==> config.mk <==
export PLATFORM = sky130hd
export DESIGN_NAME = fir_cfg_top
export DESIGN_NICKNAME = d
export VERILOG_FILES = /design/src/fir_cfg_pkg.sv /design/src/axi4_lite_slave.sv /design/src/ctrl_reg_block.sv /design/src/fir_cfg_top.sv /design/src/tap_ram.sv
export VERILOG_INCLUDE_DIRS = /design/src /design/src/src
export SDC_FILE = /design/constraint.sdc
export NUM_CORES = 1
export LEC_CHECK = 0
export BUFFER_PORTS_ARGS = -buffer_cell sky130_fd_sc_hd__buf_2
export CORE_MARGIN = 3
export CORE_UTILIZATION = 40
export DETAILED_ROUTE_END_ITERATION = 8
export PLACE_DENSITY_LB_ADDON = 0.25
export SYNTH_ARGS = -nofsm -noshare
export SYNTH_HDL_FRONTEND = slang
export SYNTH_SLANG_ARGS = --single-unit
==> constraint.sdc <==
create_clock -name aclk -period 7.5 [get_ports aclk]
set_input_delay 0.375 -clock aclk [delete_from_list [all_inputs] [get_ports aclk]]
set_output_delay 0.375 -clock aclk [all_outputs]
set_load 0.01 [all_outputs]
==> src/fir_cfg_macros.svh <==
`ifndef FIR_CFG_MACROS_SVH
`define FIR_CFG_MACROS_SVH

//////////////////////////////////////////////////
// Bus widths
//////////////////////////////////////////////////

// Byte address on the AXI4-Lite side
`define FIR_ADDR_W 12
// Data word, also the tap coefficient width
`define FIR_DATA_W 32

//////////////////////////////////////////////////
// Tap memory
//////////////////////////////////////////////////

`define FIR_TAP_NUM 11
// Word index width, wide enough for FIR_TAP_NUM
`define FIR_TAP_AW 4

//////////////////////////////////////////////////
// Address map and responses
//////////////////////////////////////////////////

// Control register, single word
`define FIR_CTRL_OFS 'h00
// First tap word, one word per tap above it
`define FIR_TAP_OFS 'h20

`define FIR_RESP_OKAY 2'b00
`define FIR_RESP_SLVERR 2'b10

`endif

==> src/fir_cfg_pkg.sv <==
`default_nettype none

`include "fir_cfg_macros.svh"

package fir_cfg_pkg;

  //////////////////////////////////////////////////
  // Plain vectors
  //////////////////////////////////////////////////

  typedef logic [`FIR_ADDR_W-1:0]   axil_addr_t;
  typedef logic [`FIR_DATA_W-1:0]   axil_data_t;
  typedef logic [`FIR_DATA_W/8-1:0] axil_strb_t;
  typedef logic [1:0]               axil_resp_t;
  typedef logic [`FIR_TAP_AW-1:0]   tap_idx_t;

  //////////////////////////////////////////////////
  // Grouped signals
  //////////////////////////////////////////////////

  // Write address and write data channels together
  typedef struct packed {
    axil_addr_t addr;
    axil_data_t data;
    axil_strb_t strb;
  } axil_wr_t;

  // Bus side request to the tap memory
  typedef struct packed {
    logic       en;
    axil_strb_t we;
    tap_idx_t   idx;
    axil_data_t wdata;
  } tap_port_t;

  // One-cycle request to the control register
  typedef struct packed {
    logic       wr;
    logic       rd;
    axil_data_t wdata;
    axil_strb_t wstrb;
  } ctrl_req_t;

  typedef struct packed {
    logic ap_start;
    logic ap_done;
    logic ap_idle;
  } ctrl_status_t;

  // Front end sequencer
  typedef enum logic [2:0] {
    IDLE,
    WR_EXEC,
    RD_WAIT,
    B_RESP,
    R_RESP
  } slv_state_t;

endpackage

`default_nettype wire

==> src/axi4_lite_slave.sv <==
`default_nettype none

`include "fir_cfg_macros.svh"

module axi4_lite_slave
  import fir_cfg_pkg::*;
(
  input  wire               aclk,
  input  wire               aresetn,
  // Write address and data
  input  wire axil_wr_t     aw_w,
  input  wire               awvalid,
  input  wire               wvalid,
  output logic              awready,
  output logic              wready,
  // Write response
  output logic              bvalid,
  output axil_resp_t        bresp,
  input  wire               bready,
  // Read address
  input  wire axil_addr_t   araddr,
  input  wire               arvalid,
  output logic              arready,
  // Read data
  output logic              rvalid,
  output axil_data_t        rdata,
  output axil_resp_t        rresp,
  input  wire               rready,
  // Control register
  output ctrl_req_t         ctrl_req,
  input  wire axil_data_t   ctrl_rdata,
  input  wire ctrl_status_t ctrl_status,
  // Tap memory, bus port
  output tap_port_t         tap_port,
  input  wire axil_data_t   tap_rdata
);

  //////////////////////////////////////////////////
  // Address map
  //////////////////////////////////////////////////

  localparam axil_addr_t CTRL_ADDR = axil_addr_t'(`FIR_CTRL_OFS);
  localparam axil_addr_t TAP_BASE  = axil_addr_t'(`FIR_TAP_OFS);
  // First byte past the last tap word
  localparam axil_addr_t TAP_END   = axil_addr_t'(`FIR_TAP_OFS + 4 * `FIR_TAP_NUM);

  slv_state_t state_q;
  // Latched transaction, reads carry no data or strobes
  axil_wr_t   req_q;
  // Tap read issued, memory data arrives next cycle
  logic       rd_pend_q;
  axil_resp_t bresp_q;
  axil_resp_t rresp_q;
  axil_data_t rdata_q;

  logic       hit_ctrl;
  logic       in_tap_win;
  logic       hit_tap;
  axil_addr_t tap_ofs;
  logic       wr_issue;
  logic       rd_issue;

  //////////////////////////////////////////////////
  // Decode of the latched address
  //////////////////////////////////////////////////

  assign hit_ctrl   = (req_q.addr == CTRL_ADDR);
  // Word aligned and inside the tap window
  assign in_tap_win = (req_q.addr >= TAP_BASE) && (req_q.addr < TAP_END) &&
                      (req_q.addr[1:0] == 2'b00);
  // Taps belong to the engine while it runs
  assign hit_tap    = in_tap_win && !ctrl_status.ap_start;
  assign tap_ofs    = req_q.addr - TAP_BASE;

  // Request cycles, one per transaction
  assign wr_issue = (state_q == WR_EXEC);
  assign rd_issue = (state_q == RD_WAIT) && !rd_pend_q;

  //////////////////////////////////////////////////
  // Bus side outputs
  //////////////////////////////////////////////////

  // Address and data accepted together
  assign awready = wr_issue;
  assign wready  = wr_issue;
  assign arready = rd_issue;

  assign bvalid = (state_q == B_RESP);
  assign rvalid = (state_q == R_RESP);
  assign bresp  = bresp_q;
  assign rresp  = rresp_q;
  assign rdata  = rdata_q;

  //////////////////////////////////////////////////
  // Target requests
  //////////////////////////////////////////////////

  always_comb begin
    ctrl_req.wr    = wr_issue && hit_ctrl;
    ctrl_req.rd    = rd_issue && hit_ctrl;
    ctrl_req.wdata = req_q.data;
    ctrl_req.wstrb = req_q.strb;

    // Errored accesses never enable the memory
    tap_port.en    = (wr_issue || rd_issue) && hit_tap;
    tap_port.we    = wr_issue ? req_q.strb : '0;
    tap_port.idx   = tap_idx_t'(tap_ofs >> 2);
    tap_port.wdata = req_q.data;
  end

  //////////////////////////////////////////////////
  // Sequencer
  //////////////////////////////////////////////////

  always_ff @(posedge aclk or negedge aresetn) begin
    if (!aresetn) begin
      state_q   <= IDLE;
      rd_pend_q <= 1'b0;
      bresp_q   <= `FIR_RESP_OKAY;
      rresp_q   <= `FIR_RESP_OKAY;
    end else begin
      case (state_q)
        IDLE: begin
          // Read wins when both are pending
          if (arvalid) begin
            state_q <= RD_WAIT;
          end else if (awvalid && wvalid) begin
            state_q <= WR_EXEC;
          end
        end
        WR_EXEC: begin
          bresp_q <= (hit_ctrl || hit_tap) ? `FIR_RESP_OKAY : `FIR_RESP_SLVERR;
          state_q <= B_RESP;
        end
        RD_WAIT: begin
          if (rd_pend_q) begin
            // Second cycle of a tap read
            rd_pend_q <= 1'b0;
            rresp_q   <= `FIR_RESP_OKAY;
            state_q   <= R_RESP;
          end else if (hit_tap) begin
            rd_pend_q <= 1'b1;
          end else begin
            // Control answers in the same cycle
            rresp_q <= hit_ctrl ? `FIR_RESP_OKAY : `FIR_RESP_SLVERR;
            state_q <= R_RESP;
          end
        end
        B_RESP: begin
          if (bready) begin
            state_q <= IDLE;
          end
        end
        R_RESP: begin
          if (rready) begin
            state_q <= IDLE;
          end
        end
        default: begin
          state_q <= IDLE;
        end
      endcase
    end
  end

  // Payload capture
  always_ff @(posedge aclk) begin
    if (state_q == IDLE) begin
      if (arvalid) begin
        req_q <= '{addr: araddr, data: '0, strb: '0};
      end else if (awvalid && wvalid) begin
        req_q <= aw_w;
      end
    end
    // Error reads return zero, tap data overwrites one cycle later
    if (state_q == RD_WAIT) begin
      if (rd_pend_q) begin
        rdata_q <= tap_rdata;
      end else begin
        rdata_q <= hit_ctrl ? ctrl_rdata : '0;
      end
    end
  end

  //////////////////////////////////////////////////
  // Protocol checks
  //////////////////////////////////////////////////

  // One transaction in flight, so only one response channel
  a_resp_excl: assert property (@(posedge aclk) disable iff (!aresetn)
    !(bvalid && rvalid));

  a_bvalid_hold: assert property (@(posedge aclk) disable iff (!aresetn)
    bvalid && !bready |=> bvalid && $stable(bresp));

  a_rdata_stable: assert property (@(posedge aclk) disable iff (!aresetn)
    rvalid && !rready |=> rvalid && $stable(rdata) && $stable(rresp));

endmodule

`default_nettype wire

==> src/ctrl_reg_block.sv <==
`default_nettype none

module ctrl_reg_block
  import fir_cfg_pkg::*;
(
  input  wire            aclk,
  input  wire            aresetn,
  input  wire ctrl_req_t ctrl_req,
  // One-cycle pulse from the engine
  input  wire            ap_done,
  output axil_data_t     ctrl_rdata,
  output ctrl_status_t   ctrl_status
);

  logic start_q;
  // Sticky until the next read
  logic done_q;
  logic idle_q;
  logic start_hit;

  //////////////////////////////////////////////////
  // Start request
  //////////////////////////////////////////////////

  // Bit 0 of byte 0, only honoured while idle
  assign start_hit = ctrl_req.wr && ctrl_req.wstrb[0] && ctrl_req.wdata[0] && idle_q;

  //////////////////////////////////////////////////
  // Status bits
  //////////////////////////////////////////////////

  always_ff @(posedge aclk or negedge aresetn) begin
    if (!aresetn) begin
      start_q <= 1'b0;
      done_q  <= 1'b0;
      idle_q  <= 1'b1;
    end else begin
      if (start_hit) begin
        start_q <= 1'b1;
        idle_q  <= 1'b0;
      end
      // Read returns the old value, then clears
      if (ctrl_req.rd) begin
        done_q <= 1'b0;
      end
      // A done pulse in the same cycle as a read stays visible
      if (ap_done) begin
        start_q <= 1'b0;
        done_q  <= 1'b1;
        idle_q  <= 1'b1;
      end
    end
  end

  //////////////////////////////////////////////////
  // Read value and status
  //////////////////////////////////////////////////

  always_comb begin
    ctrl_rdata    = '0;
    ctrl_rdata[0] = start_q;
    ctrl_rdata[1] = done_q;
    ctrl_rdata[2] = idle_q;
  end

  // Engine and front end see the live bits
  assign ctrl_status = '{ap_start: start_q, ap_done: done_q, ap_idle: idle_q};

  // Running and idle are exclusive
  a_start_idle: assert property (@(posedge aclk) disable iff (!aresetn)
    !(start_q && idle_q));

endmodule

`default_nettype wire

==> src/fir_cfg_top.sv <==
`default_nettype none

module fir_cfg_top
  import fir_cfg_pkg::*;
(
  input  wire             aclk,
  input  wire             aresetn,
  // AXI4-Lite bus
  input  wire axil_wr_t   aw_w,
  input  wire             awvalid,
  input  wire             wvalid,
  output logic            awready,
  output logic            wready,
  output logic            bvalid,
  output axil_resp_t      bresp,
  input  wire             bready,
  input  wire axil_addr_t araddr,
  input  wire             arvalid,
  output logic            arready,
  output logic            rvalid,
  output axil_data_t      rdata,
  output axil_resp_t      rresp,
  input  wire             rready,
  // Engine side
  output logic            ap_start,
  input  wire             ap_done,
  output logic            ap_idle,
  input  wire tap_idx_t   tap_rd_idx,
  output axil_data_t      tap_rd_data
);

  // Front end to targets
  ctrl_req_t    ctrl_req;
  axil_data_t   ctrl_rdata;
  ctrl_status_t ctrl_status;
  tap_port_t    tap_port;
  axil_data_t   tap_rdata;

  assign ap_start = ctrl_status.ap_start;
  assign ap_idle  = ctrl_status.ap_idle;

  //////////////////////////////////////////////////
  // Bus front end
  //////////////////////////////////////////////////

  axi4_lite_slave slave0 (
    .aclk        (aclk),
    .aresetn     (aresetn),
    .aw_w        (aw_w),
    .awvalid     (awvalid),
    .wvalid      (wvalid),
    .awready     (awready),
    .wready      (wready),
    .bvalid      (bvalid),
    .bresp       (bresp),
    .bready      (bready),
    .araddr      (araddr),
    .arvalid     (arvalid),
    .arready     (arready),
    .rvalid      (rvalid),
    .rdata       (rdata),
    .rresp       (rresp),
    .rready      (rready),
    .ctrl_req    (ctrl_req),
    .ctrl_rdata  (ctrl_rdata),
    .ctrl_status (ctrl_status),
    .tap_port    (tap_port),
    .tap_rdata   (tap_rdata)
  );

  //////////////////////////////////////////////////
  // Targets
  //////////////////////////////////////////////////

  ctrl_reg_block ctrl0 (
    .aclk        (aclk),
    .aresetn     (aresetn),
    .ctrl_req    (ctrl_req),
    .ap_done     (ap_done),
    .ctrl_rdata  (ctrl_rdata),
    .ctrl_status (ctrl_status)
  );

  // Port B serves the filter engine
  tap_ram ram0 (
    .aclk    (aclk),
    .port_a  (tap_port),
    .b_idx   (tap_rd_idx),
    .a_rdata (tap_rdata),
    .b_rdata (tap_rd_data)
  );

endmodule

`default_nettype wire

==> src/tap_ram.sv <==
`default_nettype none

`include "fir_cfg_macros.svh"

module tap_ram
  import fir_cfg_pkg::*;
(
  input  wire            aclk,
  // Bus port, byte writes and reads
  input  wire tap_port_t port_a,
  // Engine port, read only
  input  wire tap_idx_t  b_idx,
  output axil_data_t     a_rdata,
  output axil_data_t     b_rdata
);

  localparam int STRB_W = `FIR_DATA_W / 8;

  // Coefficient storage, contents survive reset
  axil_data_t mem [`FIR_TAP_NUM];

  //////////////////////////////////////////////////
  // Port A
  //////////////////////////////////////////////////

  always_ff @(posedge aclk) begin
    if (port_a.en) begin
      for (int b = 0; b < STRB_W; b++) begin
        if (port_a.we[b]) begin
          mem[port_a.idx][8*b +: 8] <= port_a.wdata[8*b +: 8];
        end
      end
      // Old word on a write cycle
      a_rdata <= mem[port_a.idx];
    end
  end

  //////////////////////////////////////////////////
  // Port B
  //////////////////////////////////////////////////

  // Registered read every cycle, no enable
  always_ff @(posedge aclk) begin
    b_rdata <= mem[b_idx];
  end

  // Front end decode keeps the bus index in range
  a_idx_range: assert property (@(posedge aclk)
    port_a.en |-> (port_a.idx < `FIR_TAP_NUM));

endmodule

`default_nettype wire

==> reports/results.ini <==
[power]
p_per_area_nw_per_um2 = 299
ir_drop_mv = 0.155
power_mw = 7.28
leakage_nw = 8.08

[global_route]
met2_usage_pct = 29.7
use_met1_pct = 26.5
grt_first_pass_wirelength_um = 78900
grt_busiest_layer = met2
antenna_found_initial = 0
overflow = 0
track_usage_pct = 18.9
grt_pass1_vias = 12104
gr-usage-met3_pct = 3.61
grt_max_degree = 70

[sta]
tns_ps = 0
final-hold-violation-count = 0
holdWs_ps = 79.1
drv_slew = 0
setup_slack_ps = 4170
skew_ps = 21.9
setup_viol = 0
timing.final.crit_period_ps = 3330
max_freq_ghz = 0.300
fin_crit_sh_pct = 44.5
rsz0062_at_grt = no
max-slew-margin-rel_pct = 28.9
tightest_slew_ps = 1070

[layout]
nNetsFinal = 1417
final_area_um2 = 24400
multi_input_area_um2 = 6010
ff_latch_area_um2 = 14800
areaGrowthSynthToFinish_pct = 14.7
drive_gt1_share_pct = 30.6
antenna_cells = 0
fillers = 4406

[synthesis]
synthSimpleGateAreaFrac_pct = 5.49
synth.area.mux_share_pct = 17.4
synthXorXnorAreaFrac_pct = 0
synth_cell_types = 47
syn_inst = 1219
synth_compound_area_share_pct = 5.24
synth_top_family_by_area = multiplexers
avgSynthCellArea_um2 = 17.4
ys_seq_elements = 505
yosys_warnings = 0
ys_seq_area_share_pct = 69.7
synthAdderAreaFrac_pct = 0
netlist_area_um2 = 21200

[drt]
via_count = 11782
wl_um = 53200
drt-initial-drc-count = 1071
drtAntennaViolNets = 0
first_pass_iters = 5
drc = 0
routedWlPerCell_um = 25.7
viasPerCell = 5.69

[floorplan]
die_h_um = 236
coreArea_um2 = 51900
start_util_pct = 40.9
die_w_um = 236
fp-row-count = 83
io_pins = 147
dieArea_um2 = 55900

[placed_design]
finalWeightedCongestion = 0.822
dp_slack_ps = 4170
hpwl_um = 33300
dpl_cell_area_um2 = 22500
portBuffers = 144

[worst_setup_path]
r2r_start = slave0.req_q[40]
path_max_fanout = 34
cp-end-kind = primary output
path_class = register to primary output
critPathLaunch = slave0.state_q[2]
crit_path_start_kind = register
cp.required_ps = 7120
r2r_slack_ps = 4210
r2r_end = ram0.mem[7][3]
reg2reg_depth = 5
critPathArrivalTime_ps = 2960
endpoint = arready

[clock_network]
clockBufferDepth = 3
hold_buffers = 2
root_buffer = clkbuf_16
insertion_delay_ps = 600
path_clk_slew_ps = 60
cts_tree = built
cts_resized = 0
h-tree-depth = 2
cts_buffers = 52
numClockSinks = 505
postCtsSetupBuffers = 0

[status]
status = complete, no violations

[worst_hold_path]
hp-class = primary input to register

[job]
maxCapViolCount = 0

==> flip-flops by register name (all words and copies together), names as in the netlist, 3 cells and up <==
name / count
slave0.rdata: 32
slave0.state_q: 3
ram0.mem: 352
ram0.b_rdata: 32
slave0.req_q: 12
ram0.a_rdata: 32
slave0.ctrl_req: 36
==> through the flow <==
step                utilization [%]  std cells
finish                         46.9       2069
global route                   46.9       2069
CTS                            46.9       2069
detailed placement             43.4       1969
global placement               43.4       1969
floorplan                         -       1220
==> power by group <==
group	internal, mW	switching, mW
Clock	1.66	1.07
Combinational	0.383	0.574
Sequential	3.40	0.204
==> worst max-delay path, cell delays in order (launching register included) <==
cell	delay [ps]
dfrtp_1	480
or3b_2	530
inv_2	710
nand2b_1	320
inv_1	180
buf_2	150
==> final cells by class <==
| class | instances | share of cell area, % |
|---|---|---|
| clock buffer | 68 | 5.88 |
| timing repair buffer | 161 | 3.53 |
| inverter | 5 | 0.0771 |
| multi-input combinational | 620 | 24.7 |
| tap | 680 | 3.49 |
| sequential | 505 | 60.8 |
| clock inverter | 30 | 1.58 |
==> Yosys cell counts, drive strengths merged <==
library cell / n / area (um2)
dfrtp: 8 / 200
nor2: 82 / 310
mux4: 128 / 2880
o21a: 1 / 7.51
nand2: 51 / 191
or3: 1 / 6.26
o22ai: 64 / 400
buf: 38 / 230
conb: 1 / 3.75
a21o: 2 / 15.0
edfxtp: 464 / 13900
dfxtp: 32 / 641
and2: 31 / 194
o21bai: 1 / 7.51
nand3: 9 / 65.1
or3b: 2 / 17.5
inv: 5 / 18.8
a211oi: 2 / 27.5
clkbuf: 52 / 195
and3b: 2 / 17.5
o21ai: 39 / 195
dfstp: 1 / 26.3
o221ai: 1 / 8.76
a22oi: 32 / 240
nor3b: 1 / 12.5
a21boi: 1 / 7.51
and3: 2 / 12.5
a22o: 1 / 8.76
nand2b: 4 / 25.0
or2: 1 / 6.26
mux2i: 32 / 320
a211o: 1 / 8.76
nor2b: 40 / 250
nor4: 2 / 27.5
or4: 2 / 18.8
a21oi: 37 / 185
nor3: 2 / 10.0
mux2: 44 / 495
==> worst min-delay path by stage <==
stage | start | end | slack [ps] | cells past startpoint
final | aw_w[33] | slave0.ctrl_req[33] | 80 | 2
after global routing | aw_w[23] | slave0.ctrl_req[23] | 70 | 2
after CTS | aw_w[22] | slave0.ctrl_req[22] | 50 | 2
after detailed placement | aresetn | slave0.state_q[0] | 250 | 1
after global placement | aresetn | slave0.state_q[2] | 240 | 1
after floorplan | aresetn | ctrl0.done_q | 80 | 0
==> cell families (layout without fill, tap and decap cells) <==
family	Yosys count	after routing
flip-flops	505	505
AO/OA/AOI/OAI	182	182
multiplexers	204	204
buffers and inverters	95	264
other	1	2
AND/OR/NAND/NOR	232	232
==> cell usage in the layout (no fill, tap or decap), types with 2 or more instances in the layout <==
cell             n
and2_1          31
clkinvlp_4       3
and3b_1          2
nand3_1          5
dfrtp_1          8
a22oi_1         32
dlygate4sd3_1    2
inv_6            3
mux2i_1         32
clkbuf_1        10
mux4_2         128
nand2b_1         4
dfxtp_1         32
nand2_1         50
buf_4           15
conb_1           2
and3_1           2
o21ai_0         39
buf_2          143
clkinv_1        11
nand3_2          4
bufinv_16        9
a21o_1           2
edfxtp_1       464
nor2b_1         39
clkinv_2         3
clkbuf_8         5
nor3_1           2
a21oi_1         36
inv_1            4
nor2_1          81
clkbuf_16       53
mux2_2          44
o22ai_1         64
==> layer usage <==
| metal | share of wire, % | routed length (um) |
|---|---|---|
| met4 | 2.8 | 1500 |
| met1 | 42 | 22400 |
| met3 | 8.1 | 4300 |
| met2 | 47 | 24900 |
| met5 | 0 | 0 |
(Power assumes the default switching activity.)
